<file path="src/common/loader_cfg.svh">
// Loader configuration constants
// Widths, load addresses, host file indices and write queue sizing

`ifndef LOADER_CFG_SVH
`define LOADER_CFG_SVH

// ==============================
// Memory side
// ==============================
`define LDR_ADDR_W        25
`define LDR_Q_DEPTH       16

// ==============================
// Host file indices
// ==============================
`define LDR_IDX_PRG       8'h04
`define LDR_IDX_CRT       8'h05
`define LDR_IDX_CRT_ALT   8'hC0

// ==============================
// Cartridge image layout
// ==============================
// Cartridge data lands above the 1 MB line
`define LDR_CRT_BASE      25'h100000
`define LDR_CRT_HDR_LEN   'h40
`define LDR_CRT_PKT_HDR   16
// Each chip packet starts on an 8 KB boundary
`define LDR_BANK_BITS     13

// Program injection pointer scan covers page zero
`define LDR_MEMINIT_END   'h100

`endif

</file>
<file path="src/common/loader_pkg.sv">
// Loader shared types
// Host byte, memory write, cartridge descriptor and injection range records

`include "loader_cfg.svh"

package loader_pkg;

	// One byte from the host download stream
	typedef struct packed {
		logic [7:0]             idx;
		logic [`LDR_ADDR_W-1:0] addr;
		logic [7:0]             data;
	} dl_byte_t;

	// One byte write towards emulated memory
	typedef struct packed {
		logic [`LDR_ADDR_W-1:0] addr;
		logic [7:0]             data;
	} mem_wr_t;

	// Chip packet descriptor, fields as in the packet header
	typedef struct packed {
		logic [7:0]  chip_type;
		logic [15:0] bank_num;
		logic [15:0] load_addr;
		logic [15:0] size;
	} crt_bank_t;

	// Cartridge file header fields
	typedef struct packed {
		logic [15:0] hw_id;
		logic [7:0]  exrom;
		logic [7:0]  game;
	} crt_info_t;

	// Address span of an injected program
	typedef struct packed {
		logic [15:0] start_addr;
		logic [15:0] end_addr;
	} inj_range_t;

endpackage

</file>
<file path="src/design/c64_loader_top.sv">
// C64 loader top level
// Host download stream in, merged memory writes and cartridge info out

`timescale 1ns/1ns

module c64_loader_top import loader_pkg::*; (
	input  logic       clk_sys,
	input  logic       reset_n,
	input  logic       dl_wr_i,
	input  logic       dl_active_i,
	input  dl_byte_t   dl_byte_i,
	input  logic       mem_slot_i,
	output logic       mem_wr_o,
	output mem_wr_t    mem_wr_data_o,
	output logic       bank_wr_o,
	output crt_bank_t  bank_o,
	output crt_info_t  crt_info_o,
	output logic       cart_attached_o,
	output inj_range_t inj_range_o,
	output logic       inj_done_o,
	output logic       overflow_o
);

	logic    prg_wr;
	mem_wr_t prg_wr_data;
	logic    crt_wr;
	mem_wr_t crt_wr_data;

	// Both sources watch the whole stream and pick their own file indices
	prg_injector u_prg_injector (
		.clk_sys     (clk_sys),
		.reset_n     (reset_n),
		.dl_wr_i     (dl_wr_i),
		.dl_active_i (dl_active_i),
		.dl_byte_i   (dl_byte_i),
		.wr_o        (prg_wr),
		.wr_data_o   (prg_wr_data),
		.inj_range_o (inj_range_o),
		.inj_done_o  (inj_done_o)
	);

	crt_parser u_crt_parser (
		.clk_sys         (clk_sys),
		.reset_n         (reset_n),
		.dl_wr_i         (dl_wr_i),
		.dl_active_i     (dl_active_i),
		.dl_byte_i       (dl_byte_i),
		.wr_o            (crt_wr),
		.wr_data_o       (crt_wr_data),
		.bank_wr_o       (bank_wr_o),
		.bank_o          (bank_o),
		.crt_info_o      (crt_info_o),
		.cart_attached_o (cart_attached_o)
	);

	mem_write_arbiter u_mem_write_arbiter (
		.clk_sys       (clk_sys),
		.reset_n       (reset_n),
		.prg_wr_i      (prg_wr),
		.prg_data_i    (prg_wr_data),
		.crt_wr_i      (crt_wr),
		.crt_data_i    (crt_wr_data),
		.mem_slot_i    (mem_slot_i),
		.mem_wr_o      (mem_wr_o),
		.mem_wr_data_o (mem_wr_data_o),
		.overflow_o    (overflow_o)
	);

endmodule

</file>
<file path="src/design/loader/crt_parser.sv">
// CRT parser
// Latches the cartridge file header, decodes each chip packet header into a
// bank descriptor and writes the packet data from the cartridge base upward

`timescale 1ns/1ns
`include "loader_cfg.svh"

module crt_parser import loader_pkg::*; (
	input  logic      clk_sys,
	input  logic      reset_n,
	input  logic      dl_wr_i,
	input  logic      dl_active_i,
	input  dl_byte_t  dl_byte_i,
	output logic      wr_o,
	output mem_wr_t   wr_data_o,
	output logic      bank_wr_o,
	output crt_bank_t bank_o,
	output crt_info_t crt_info_o,
	output logic      cart_attached_o
);

	logic                   is_crt;
	logic                   crt_byte;
	logic                   in_pkt_area;
	logic                   pkt_start;
	logic                   active_d;
	logic                   dl_end;
	logic                   crt_seen;
	logic [`LDR_ADDR_W-1:0] load_addr;
	// Data bytes left in the current packet
	logic [31:0]            blk_len;
	// Position inside a packet header, zero outside
	logic [3:0]             hdr_cnt;

	assign is_crt      = (dl_byte_i.idx == `LDR_IDX_CRT) ||
	                     (dl_byte_i.idx == `LDR_IDX_CRT_ALT);
	assign crt_byte    = dl_wr_i && is_crt;
	assign in_pkt_area = dl_byte_i.addr >= `LDR_CRT_HDR_LEN;
	assign pkt_start   = (blk_len == '0) && (hdr_cnt == '0);
	assign dl_end      = active_d && !dl_active_i;

	// ==============================
	// Packet sequencing
	// ==============================
	always_ff @(posedge clk_sys) begin
		if (!reset_n) begin
			active_d        <= 1'b0;
			crt_seen        <= 1'b0;
			cart_attached_o <= 1'b0;
			load_addr       <= `LDR_CRT_BASE;
			blk_len         <= '0;
			hdr_cnt         <= '0;
			wr_o            <= 1'b0;
			bank_wr_o       <= 1'b0;
		end else begin
			active_d  <= dl_active_i;
			wr_o      <= 1'b0;
			bank_wr_o <= 1'b0;

			if (crt_byte) begin
				crt_seen        <= 1'b1;
				cart_attached_o <= 1'b0;
				if (dl_byte_i.addr == '0) begin
					load_addr <= `LDR_CRT_BASE;
					blk_len   <= '0;
					hdr_cnt   <= '0;
				end else if (in_pkt_area) begin
					if (pkt_start) begin
						hdr_cnt <= 4'd1;
						// Round up to the next bank boundary
						if (load_addr[`LDR_BANK_BITS-1:0] != '0)
							load_addr <= {load_addr[`LDR_ADDR_W-1:`LDR_BANK_BITS] + 1'b1,
							              {`LDR_BANK_BITS{1'b0}}};
					end else if (hdr_cnt != '0) begin
						hdr_cnt <= hdr_cnt + 4'd1;
						case (hdr_cnt)
							// Packet length, big-endian
							4'd4: blk_len[31:24] <= dl_byte_i.data;
							4'd5: blk_len[23:16] <= dl_byte_i.data;
							4'd6: blk_len[15:8]  <= dl_byte_i.data;
							4'd7: blk_len[7:0]   <= dl_byte_i.data;
							// Length includes the header itself
							4'd8: blk_len <= blk_len - `LDR_CRT_PKT_HDR;
							4'd15: bank_wr_o <= 1'b1;
							default: ;
						endcase
					end else begin
						blk_len   <= blk_len - 32'd1;
						load_addr <= load_addr + 1'b1;
						wr_o      <= 1'b1;
					end
				end
			end

			if (dl_end && crt_seen) begin
				crt_seen        <= 1'b0;
				cart_attached_o <= 1'b1;
			end
		end
	end

	// ==============================
	// Header fields and write payload
	// ==============================
	always_ff @(posedge clk_sys) begin
		wr_data_o <= '{addr: load_addr, data: dl_byte_i.data};

		if (crt_byte) begin
			case (dl_byte_i.addr)
				`LDR_ADDR_W'('h16): crt_info_o.hw_id[15:8] <= dl_byte_i.data;
				`LDR_ADDR_W'('h17): crt_info_o.hw_id[7:0]  <= dl_byte_i.data;
				`LDR_ADDR_W'('h18): crt_info_o.exrom       <= dl_byte_i.data;
				`LDR_ADDR_W'('h19): crt_info_o.game        <= dl_byte_i.data;
				default: ;
			endcase

			if (in_pkt_area && hdr_cnt != '0) begin
				case (hdr_cnt)
					4'd9:  bank_o.chip_type       <= dl_byte_i.data;
					4'd10: bank_o.bank_num[15:8]  <= dl_byte_i.data;
					4'd11: bank_o.bank_num[7:0]   <= dl_byte_i.data;
					4'd12: bank_o.load_addr[15:8] <= dl_byte_i.data;
					4'd13: bank_o.load_addr[7:0]  <= dl_byte_i.data;
					4'd14: bank_o.size[15:8]      <= dl_byte_i.data;
					4'd15: bank_o.size[7:0]       <= dl_byte_i.data;
					default: ;
				endcase
			end
		end
	end

endmodule

</file>
<file path="src/design/loader/mem_write_arbiter.sv">
// Memory write arbiter
// Merges the program and cartridge write streams into one queue that
// drains one entry per memory slot, in arrival order

`timescale 1ns/1ns
`include "loader_cfg.svh"

module mem_write_arbiter import loader_pkg::*; (
	input  logic    clk_sys,
	input  logic    reset_n,
	input  logic    prg_wr_i,
	input  mem_wr_t prg_data_i,
	input  logic    crt_wr_i,
	input  mem_wr_t crt_data_i,
	input  logic    mem_slot_i,
	output logic    mem_wr_o,
	output mem_wr_t mem_wr_data_o,
	output logic    overflow_o
);

	localparam int PTR_W = $clog2(`LDR_Q_DEPTH);
	localparam int CNT_W = PTR_W + 1;

	mem_wr_t          q_mem [`LDR_Q_DEPTH];
	logic [PTR_W-1:0] wr_ptr;
	logic [PTR_W-1:0] rd_ptr;
	logic [CNT_W-1:0] count;
	logic             push;
	mem_wr_t          push_data;
	logic             q_empty;
	logic             q_full;
	logic             pop;
	logic             bypass;
	logic             store;
	logic             take;

	assign push      = prg_wr_i || crt_wr_i;
	assign push_data = prg_wr_i ? prg_data_i : crt_data_i;
	assign q_empty   = count == '0;
	assign q_full    = count == CNT_W'(`LDR_Q_DEPTH);

	// An empty queue hands a same-cycle push straight to the output
	assign pop    = mem_slot_i && (!q_empty || push);
	assign bypass = pop && q_empty;
	assign store  = push && !q_full && !bypass;
	assign take   = pop && !q_empty;

	always_ff @(posedge clk_sys) begin
		if (!reset_n) begin
			wr_ptr     <= '0;
			rd_ptr     <= '0;
			count      <= '0;
			mem_wr_o   <= 1'b0;
			overflow_o <= 1'b0;
		end else begin
			mem_wr_o <= pop;
			count    <= count + CNT_W'(store) - CNT_W'(take);
			if (store)
				wr_ptr <= (wr_ptr == PTR_W'(`LDR_Q_DEPTH - 1)) ? '0 : wr_ptr + 1'b1;
			if (take)
				rd_ptr <= (rd_ptr == PTR_W'(`LDR_Q_DEPTH - 1)) ? '0 : rd_ptr + 1'b1;
			// Dropped write, held until reset
			if (push && q_full)
				overflow_o <= 1'b1;
		end
	end

	always_ff @(posedge clk_sys) begin
		if (store)
			q_mem[wr_ptr] <= push_data;
		if (pop)
			mem_wr_data_o <= bypass ? push_data : q_mem[rd_ptr];
	end

	// Only one file type downloads at a time
	a_one_source: assert property (@(posedge clk_sys) disable iff (!reset_n)
		!(prg_wr_i && crt_wr_i));

	// Slots come often enough that the queue never fills
	a_no_full_push: assert property (@(posedge clk_sys) disable iff (!reset_n)
		push |-> !q_full);

endmodule

</file>
<file path="src/design/loader/prg_injector.sv">
// PRG injector
// Takes the load address from the first two bytes, writes the payload upward
// and sets the BASIC pointers in page zero once the download ends

`timescale 1ns/1ns
`include "loader_cfg.svh"

module prg_injector import loader_pkg::*; (
	input  logic       clk_sys,
	input  logic       reset_n,
	input  logic       dl_wr_i,
	input  logic       dl_active_i,
	input  dl_byte_t   dl_byte_i,
	output logic       wr_o,
	output mem_wr_t    wr_data_o,
	output inj_range_t inj_range_o,
	output logic       inj_done_o
);

	logic        is_prg;
	logic        prg_byte;
	logic        active_d;
	logic        dl_end;
	logic        prg_seen;
	logic [15:0] load_addr;
	logic        scan_run;
	logic [8:0]  scan_addr;
	logic [8:0]  scan_next;
	logic        ptr_hit;
	logic [7:0]  ptr_val;

	assign is_prg    = dl_byte_i.idx == `LDR_IDX_PRG;
	assign prg_byte  = dl_wr_i && is_prg;
	assign dl_end    = active_d && !dl_active_i;
	assign scan_next = scan_addr + 9'd1;

	// Pointer values as a BASIC LOAD would leave them
	always_comb begin
		ptr_hit = 1'b1;
		ptr_val = 8'h00;
		case (scan_addr[7:0])
			// Start of BASIC text, reset value
			8'h2b: ptr_val = 8'h01;
			8'h2c: ptr_val = 8'h08;
			8'hac, 8'had: ptr_val = 8'h00;
			// Variables, arrays, strings and load end all point past the program
			8'h2d, 8'h2f, 8'h31, 8'hae: ptr_val = inj_range_o.end_addr[7:0];
			8'h2e, 8'h30, 8'h32, 8'haf: ptr_val = inj_range_o.end_addr[15:8];
			default: ptr_hit = 1'b0;
		endcase
	end

	// ==============================
	// Header capture, payload and scan control
	// ==============================
	always_ff @(posedge clk_sys) begin
		if (!reset_n) begin
			active_d    <= 1'b0;
			prg_seen    <= 1'b0;
			load_addr   <= '0;
			inj_range_o <= '0;
			scan_run    <= 1'b0;
			scan_addr   <= '0;
			wr_o        <= 1'b0;
			inj_done_o  <= 1'b0;
		end else begin
			active_d   <= dl_active_i;
			wr_o       <= 1'b0;
			inj_done_o <= 1'b0;

			if (prg_byte) begin
				prg_seen <= 1'b1;
				if (dl_byte_i.addr == '0) begin
					load_addr[7:0]              <= dl_byte_i.data;
					inj_range_o.start_addr[7:0] <= dl_byte_i.data;
					inj_range_o.end_addr[7:0]   <= dl_byte_i.data;
				end else if (dl_byte_i.addr == `LDR_ADDR_W'(1)) begin
					load_addr[15:8]              <= dl_byte_i.data;
					inj_range_o.start_addr[15:8] <= dl_byte_i.data;
					inj_range_o.end_addr[15:8]   <= dl_byte_i.data;
				end else begin
					wr_o                 <= 1'b1;
					load_addr            <= load_addr + 16'd1;
					inj_range_o.end_addr <= inj_range_o.end_addr + 16'd1;
				end
			end

			// Download over, walk page zero
			if (dl_end && prg_seen) begin
				prg_seen  <= 1'b0;
				scan_run  <= 1'b1;
				scan_addr <= '0;
			end

			if (scan_run) begin
				wr_o      <= ptr_hit;
				scan_addr <= scan_next;
				if (scan_next == 9'(`LDR_MEMINIT_END)) begin
					scan_run   <= 1'b0;
					inj_done_o <= 1'b1;
				end
			end
		end
	end

	// Write payload, scan writes take the port while running
	always_ff @(posedge clk_sys) begin
		if (scan_run)
			wr_data_o <= '{addr: `LDR_ADDR_W'(scan_addr[7:0]), data: ptr_val};
		else
			wr_data_o <= '{addr: `LDR_ADDR_W'(load_addr), data: dl_byte_i.data};
	end

	// Host sends no new program bytes until the pointer scan is over
	a_no_byte_in_scan: assert property (@(posedge clk_sys) disable iff (!reset_n)
		scan_run |-> !prg_byte);

endmodule

</file>
<file path="config.mk">
export PLATFORM = sky130hd
export DESIGN_NAME = c64_loader_top
export DESIGN_NICKNAME = d
export VERILOG_FILES = /design/src/common/loader_pkg.sv /design/src/design/c64_loader_top.sv /design/src/design/loader/crt_parser.sv /design/src/design/loader/mem_write_arbiter.sv /design/src/design/loader/prg_injector.sv
export VERILOG_INCLUDE_DIRS = /design/src /design/src/common
export SDC_FILE = /design/constraint.sdc
export NUM_CORES = 1
export LEC_CHECK = 0
export BUFFER_PORTS_ARGS = -buffer_cell sky130_fd_sc_hd__buf_4
export CORE_UTILIZATION = 45
export CTS_BUF_LIST = sky130_fd_sc_hd__clkbuf_4 sky130_fd_sc_hd__clkbuf_8 sky130_fd_sc_hd__clkbuf_16
export DETAILED_ROUTE_END_ITERATION = 8
export SETUP_SLACK_MARGIN = 0.2
export SYNTH_ARGS = -nofsm -noshare
export SYNTH_HDL_FRONTEND = slang
export SYNTH_SLANG_ARGS = --single-unit
</file>
<file path="constraint.sdc">
create_clock -name clk_sys -period 4.4 [get_ports clk_sys]
set_input_delay 0.88 -clock clk_sys [delete_from_list [all_inputs] [get_ports clk_sys]]
set_output_delay 0.88 -clock clk_sys [all_outputs]
set_load 0.02 [all_outputs]
</file>
After elaboration in Yosys (flattened, before gate mapping)
Memory sizes are Yosys's and may differ from the RTL's. A register that Yosys moved wholly into a read port is not among the register bits.
Index checks and enable logic that the tools add are counted.
Operators by class
  $add $sub $neg: 12
  magnitude comparators: 1
  equality and inequality tests: 44
  multiplexer cells: 48
  bitwise operators: 5
  reductions and logical operators: 59
Operators with widths (number)
  $mux 32: 4
  $mux 25: 5
  $eq 25x5->1 const B: 4
  $mux 33: 2
  $eq 8x6->1 const B: 8
  $pmux 8 s2: 4
  $mux 8: 6
  $eq 4x4->1 const B: 10
  $eq 8x8->1 const B: 5
  $add 16x1->16 const B: 2
  $logic_not 32->1: 1
  $mux 4: 8
  $pmux 8 s4: 1
  $sub 32x1->32 const B: 1
  $sub 32x5->32 const B: 1
  $reduce_and 3->1: 9
  $add 25x1->25 const B: 1
  $eq 25x1->1 const B: 1
  $ge 25x7->1 const B: 1
  $logic_not 25->1: 1
  $reduce_and 4->1: 5
  $mux 9: 2
  $eq 4x3->1 const B: 4
  $eq 8x3->1 const B: 2
  other kinds (30): 81
Storage, ports and cells
  register bits: 329
  bits in writable memories: 528
  bits of input ports: 46
  word-level logic and storage cells: 215
  memories kept: 1
Memories
  u_mem_write_arbiter.q_mem: words 16, bits a word 33, read ports 1, clocked after memory_dff 1, write ports 1, line mem_write_arbiter.sv:24  | mem_wr_t q_mem [`LDR_Q_DEPTH];

Depth between registers and ports, before layout
  depth after elaboration: 9
  depth in mapped cells: 15

Hierarchy
A second synthesis with hierarchy kept.
Second synthesis, totals
  cell total of the unflattened synthesis: 2309
  area, all modules: 35071.1 um^2
By module, submodules not included
  mem_write_arbiter: times used 1, cells an instance 1035, area an instance 22638.0 um^2, sequential area each 17226.5 um^2
  crt_parser: times used 1, cells an instance 758, area an instance 8055.2 um^2, sequential area each 4624.4 um^2
  prg_injector: times used 1, cells an instance 516, area an instance 4377.9 um^2, sequential area each 1721.7 um^2

Worst setup path after synthesis
OpenSTA, ideal clock, no wires.
  path kind: input -> register
  start point: in mem_slot_i
  end point: mem u_mem_write_arbiter.q_mem[3][0] (netlist bit) (enable)
  library setup time: 0.464 ns
  data arrival time: 3.974 ns
  path slack: -0.038 ns
  cell stages on the path: 5
  buffers on the path: 1
  cells stage by stage: nand3b_1 > and3b_1 > clkbuf_1 > nand2_1 > nor3_1
Between the ends
  cells in the longest elaborated chain, start to end: 6
RTL lines
  from (decl): line c64_loader_top.sv:12  | input logic mem_slot_i,
  $logic_and 1x1->1: line mem_write_arbiter.sv:43  | assign pop = mem_slot_i && (!q_empty || push);
  $logic_and 1x1->1: line mem_write_arbiter.sv:44  | assign bypass = pop && q_empty;
  $logic_not 1->1: line mem_write_arbiter.sv:45  | assign store = push && !q_full && !bypass;
  $logic_and 1x1->1: line mem_write_arbiter.sv:45
  named net u_mem_write_arbiter.store: line mem_write_arbiter.sv:34  | logic store;
  $mux 1: line mem_write_arbiter.sv:69  | if (store)
  $mux 1 (implied by the code): line mem_write_arbiter.sv:70  | q_mem[wr_ptr] <= push_data;
  to (decl): line mem_write_arbiter.sv:24
The timed path passes the listed nets, and every way through them passes these cells.

Final worst setup path
  start point: reg u_crt_parser.blk_len[24]
  end point: reg u_crt_parser.load_addr[0]
Between the ends
  cells in the longest elaborated chain, start to end: 5
  elaborated cells between the ends (all ways): 8
  those cells by class: 2 x eq/ne; 3 x mux; 3 x reduce/logical
RTL lines
  from (decl): line crt_parser.sv:31  | logic [31:0] blk_len;
  from (signal assigned): line crt_parser.sv:78  | 4'd4: blk_len[31:24] <= dl_byte_i.data;
  from (signal assigned): line crt_parser.sv:83  | 4'd8: blk_len <= blk_len - `LDR_CRT_PKT_HDR;
  from (signal assigned): line crt_parser.sv:88  | blk_len <= blk_len - 32'd1;
  $logic_not 32->1 *: line crt_parser.sv:39  | assign pkt_start = (blk_len == '0) && (hdr_cnt == '0);
  $logic_and 1x1->1 *: line crt_parser.sv:39
  $mux 25: line crt_parser.sv:68  | if (pkt_start) begin
  $mux 25: line crt_parser.sv:67  | end else if (in_pkt_area) begin
  $mux 25: line crt_parser.sv:63  | if (dl_byte_i.addr == '0) begin
  to (signal assigned): line crt_parser.sv:50  | load_addr <= `LDR_CRT_BASE;
  to (signal assigned): line crt_parser.sv:64  | load_addr <= `LDR_CRT_BASE;
  to (signal assigned): line crt_parser.sv:72  | load_addr <= {load_addr[`LDR_ADDR_W-1:`LDR_BANK_BITS] + 1'b1,
  to (decl): line crt_parser.sv:29  | logic [`LDR_ADDR_W-1:0] load_addr;
Every way passes the cells marked *; elsewhere a longest branch is shown, timed or not. The select of a mux whose other input is x is not followed.
A chain may end at the register's enable or synchronous reset.

==> impl_metrics.env <==
export IMPL_rrSetupSlack_ns=0.97
export IMPL_synth_simple_area_share_pct=8.09
export IMPL_fin_area_um2=40500
export IMPL_max_slew_worst_pin_slew_ns=1.35
export IMPL_yosysWarningCount=0
export IMPL_worstPathCellList="or4_4 > or3_1 > or4_4 > nor2_1 > o31ai_4 > nor3_1"
export IMPL_slew_headroom_pct=9.70
export IMPL_fin_ws_ns=0.967
export IMPL_grt_pass1_vias=20900
export IMPL_outcome="finished, final reports clean"
export IMPL_leakage_nw=13.6
export IMPL_skew_ns=0.0397
export IMPL_track_usage_pct=23.0
export IMPL_drive_above_1_share_pct=29.2
export IMPL_vdd_drop_max_mv=0.315
export IMPL_hold_viol_final=0
export IMPL_cts_sinks=852
export IMPL_dp_cells=3348
export IMPL_netlist_instances=2177
export IMPL_core_um2=75900
export IMPL_crit_type="flip-flop to flip-flop"
export IMPL_switching_share_pct=22.9
export IMPL_internal_power_mw=13.8
export IMPL_crit_required_ns=4.94
export IMPL_drtPass1Iterations=5
export IMPL_hold_class="flip-flop to flip-flop"
export IMPL_rows=101
export IMPL_cts_buffer_depth=3
export IMPL_syn_area_per_cell_um2=15.9
export IMPL_initial_utilization_pct=45.5
export IMPL_combPwrFrac_pct=8.8
export IMPL_ctsResizeCount=0
export IMPL_cp_data_arrival_time_ns=3.97
export IMPL_dpl_hpwl_um=54400
export IMPL_synth_seq_area_share_pct=68.2
export IMPL_insertion_delay_ns=0.65
export IMPL_instances_no_fill=3510
export IMPL_synth_area_um2=34500
export IMPL_rr_worst_depth=6
export IMPL_pin_count=204
export IMPL_clkPwrFrac_pct=41.5
export IMPL_synth_distinct_cells=90
export IMPL_finalSetupViolCount=0
export IMPL_async_flop_share_pct=0
export IMPL_synth_top_family_by_area="multiplexers"
export IMPL_slew_violations=0
export IMPL_grt_pass1_wl_um=134000
export IMPL_min_period_ns=3.43
export IMPL_gp_congestion=0.892
export IMPL_end_kind="flip-flop"
export IMPL_power_density_nw_per_um2=440
export IMPL_ant_nets=0
export IMPL_placedInstanceArea_um2=37600
export IMPL_cp_startpoint="u_crt_parser.blk_len[24]"
export IMPL_ys_seq_elements=852
export IMPL_max_stage_delay_ns=0.77
export IMPL_post_cts_buffers=0
export IMPL_r2r_end="u_crt_parser.load_addr[0]"
export IMPL_fin_nets=2482
export IMPL_start_kind="flip-flop"
export IMPL_synth_compound_area_share_pct=7.23
export IMPL_critPathMaxFanout=12
export IMPL_finalCritPeriodShare_pct=78.0
export IMPL_drv_cap=0
export IMPL_synth_flop_cell="edfxtp_1"
export IMPL_drc=0
export IMPL_fp_dieH_um=279
export IMPL_synth_edf_count=649
export IMPL_place_ws_ns=0.641
export IMPL_routed_via_density=5.94
export IMPL_syn_num_nets=2251
export IMPL_p_seq_share_pct=49.6
export IMPL_wl_per_cell_um=25.5
export IMPL_clk_pin_slew_ns=0.07
export IMPL_cts_max_level=3
export IMPL_die_w_um=279
export IMPL_crit_top_cell="or4_4"
export IMPL_crit_slowest_cell="nor2_1"
export IMPL_cp_endpoint="u_crt_parser.load_addr[0]"
export IMPL_synthXorXnorAreaFrac_pct=0.380
export IMPL_die_area_um2=77900
export IMPL_io_buffers=203
export IMPL_p_sw_mw=4.08
export IMPL_setup_tns_final_ns=0
export IMPL_drt_iter0_drc=2049
export IMPL_n_antenna_cell=0
export IMPL_overflow=0
export IMPL_synth_mux_area_share_pct=13.0
export IMPL_antenna_found_initial=2
export IMPL_root_buffer="clkbuf_16"
export IMPL_routed_wl_um=89400
export IMPL_vias=20900
export IMPL_cts_hold_fix_buffers=0
export IMPL_cts_tree="yes"
export IMPL_r2r_start="u_crt_parser.blk_len[24]"
export IMPL_rsz0062_at_grt="false"
export IMPL_fmax_ghz=0.291
export IMPL_syn_to_final_growth_pct=17.3
export IMPL_synth_fa_ha_area_share_pct=1.04
export IMPL_grt_max_degree=85
export IMPL_numCtsBuffers=88
[registers in the layout (all words and copies together), names as in the netlist, 4 cells and up, named ones only]
| signal | cells |
|---|---|
| u_mem_write_arbiter.q_mem | 528 |
| u_crt_parser.bank_o | 56 |
| u_crt_parser.wr_data_o | 33 |
| u_mem_write_arbiter.mem_wr_data_o | 33 |
| u_crt_parser.blk_len | 32 |
| u_crt_parser.crt_info_o | 32 |
| u_prg_injector.inj_range_o | 32 |
| u_crt_parser.load_addr | 25 |
| u_prg_injector.wr_data_o | 24 |
| u_prg_injector.load_addr | 16 |
| u_prg_injector.scan_addr | 9 |
| u_mem_write_arbiter.count | 5 |
| u_crt_parser.hdr_cnt | 4 |
| u_mem_write_arbiter.rd_ptr | 4 |
| u_mem_write_arbiter.wr_ptr | 4 |
[kinds of logic after synthesis]
logic type               count (synthesis)
AO/OA/AOI/OAI                          360
buffers and inverters                  161
adder cells (fa/ha/maj)                 28
multiplexers                           233
AND/OR/NAND/NOR                        528
flip-flops                             852
XOR/XNOR                                15
[final cells by class]
type / count / area (µm²)
multi-input cells: 1164 / 10400
clock buffers: 113 / 2440
repair buffers: 268 / 2200
fillers: 6078 / 35400
clock inverters: 49 / 478
flip-flops and latches: 852 / 23600
inverters: 34 / 128
well taps: 1030 / 1290
[per-stage QoR]
stage	total power, mW	hold WS [ns]	util, %
2_1_floorplan	10.1	0.331	-
3_3_place_gp	10.6	0.383	49.5
3_5_place_dp	10.6	0.385	49.5
4_1_cts	18.0	0.369	53.4
5_1_grt	18.4	0.368	53.4
6_report	17.8	0.369	53.4
[placed cells by master, fill, tap and decap left out, types with 10 or more instances in the layout]
cell       netlist  final
edfxtp_1       649    649
buf_4            3    253
dfxtp_1        203    199
mux4_2         165    165
nand2_1        116    116
nor2_1         107     95
clkbuf_16        0     89
a21oi_1         85     85
o21ai_0         70     70
mux2_2          65     65
nor3_1          61     56
nand3_1         39     39
inv_1           34     33
nor4_1          31     30
a31oi_1         28     27
o31ai_1         29     27
ha_1            27     27
nor2b_1         22     21
clkbuf_4         0     18
nand4_1         16     16
or3_1           16     16
a311oi_1        16     16
clkinv_1         0     16
or4_1           15     15
and3_1          15     15
buf_12           0     15
nor2_4           0     12
and2_1          11     11
nand3b_1        10     10
o221a_2         10     10
a21o_1          10     10
[routing by layer]
layer	wire length [µm]	track usage [%]	part of all wire (%)
met3	5770	4.23	6.5
met1	37600	31.0	42
met5	0	0	0
met2	44200	38.3	50
met4	1810	5.90	2.0
[synth_stat cells, types with 22 or more instances]
cell	n	share of area (%)
a31oi_1	28	0.51
dfxtp_1	203	12
inv_1	34	0.37
clkbuf_1	88	0.96
nor2b_1	22	0.40
mux2_2	65	2.1
nand2_1	116	1.3
a21oi_1	85	1.2
ha_1	27	0.98
nand3_1	39	0.57
o31ai_1	29	0.63
nor2_1	107	1.2
nor3_1	61	0.88
edfxtp_1	649	56
mux4_2	165	11
o21ai_0	70	1.0
nor4_1	31	0.56
[power groups by stage]
stage / Combinational, mW / Sequential (mW) / Clock [mW]
after detailed placement: 1.60 / 9.03 / 0
after global routing: 1.70 / 8.87 / 7.83
after global placement: 1.58 / 9.03 / 0
after CTS: 1.61 / 8.86 / 7.54
final: 1.57 / 8.85 / 7.41
after floorplan: 1.06 / 9.06 / 0
[worst min path at each step]
stage / to / cells past startpoint / startpoint / slack (ns)
floorplan: u_crt_parser.wr_data_o[30] / 0 / u_crt_parser.load_addr[22] / 0.33
global placement: u_crt_parser.wr_data_o[32] / 0 / u_crt_parser.load_addr[24] / 0.38
detailed placement: u_crt_parser.wr_data_o[32] / 0 / u_crt_parser.load_addr[24] / 0.38
CTS: u_crt_parser.wr_data_o[30] / 0 / u_crt_parser.load_addr[22] / 0.37
global route: u_crt_parser.wr_data_o[30] / 0 / u_crt_parser.load_addr[22] / 0.37
finish: u_crt_parser.wr_data_o[30] / 0 / u_crt_parser.load_addr[22] / 0.37
[critical path: cells and delay by family, from the launching register on]
family | cells | cell delay [ns]
compound gates | 1 | 0.24
simple gates | 5 | 2.70
flops | 1 | 0.39
Power figures use the tool's default switching activity.
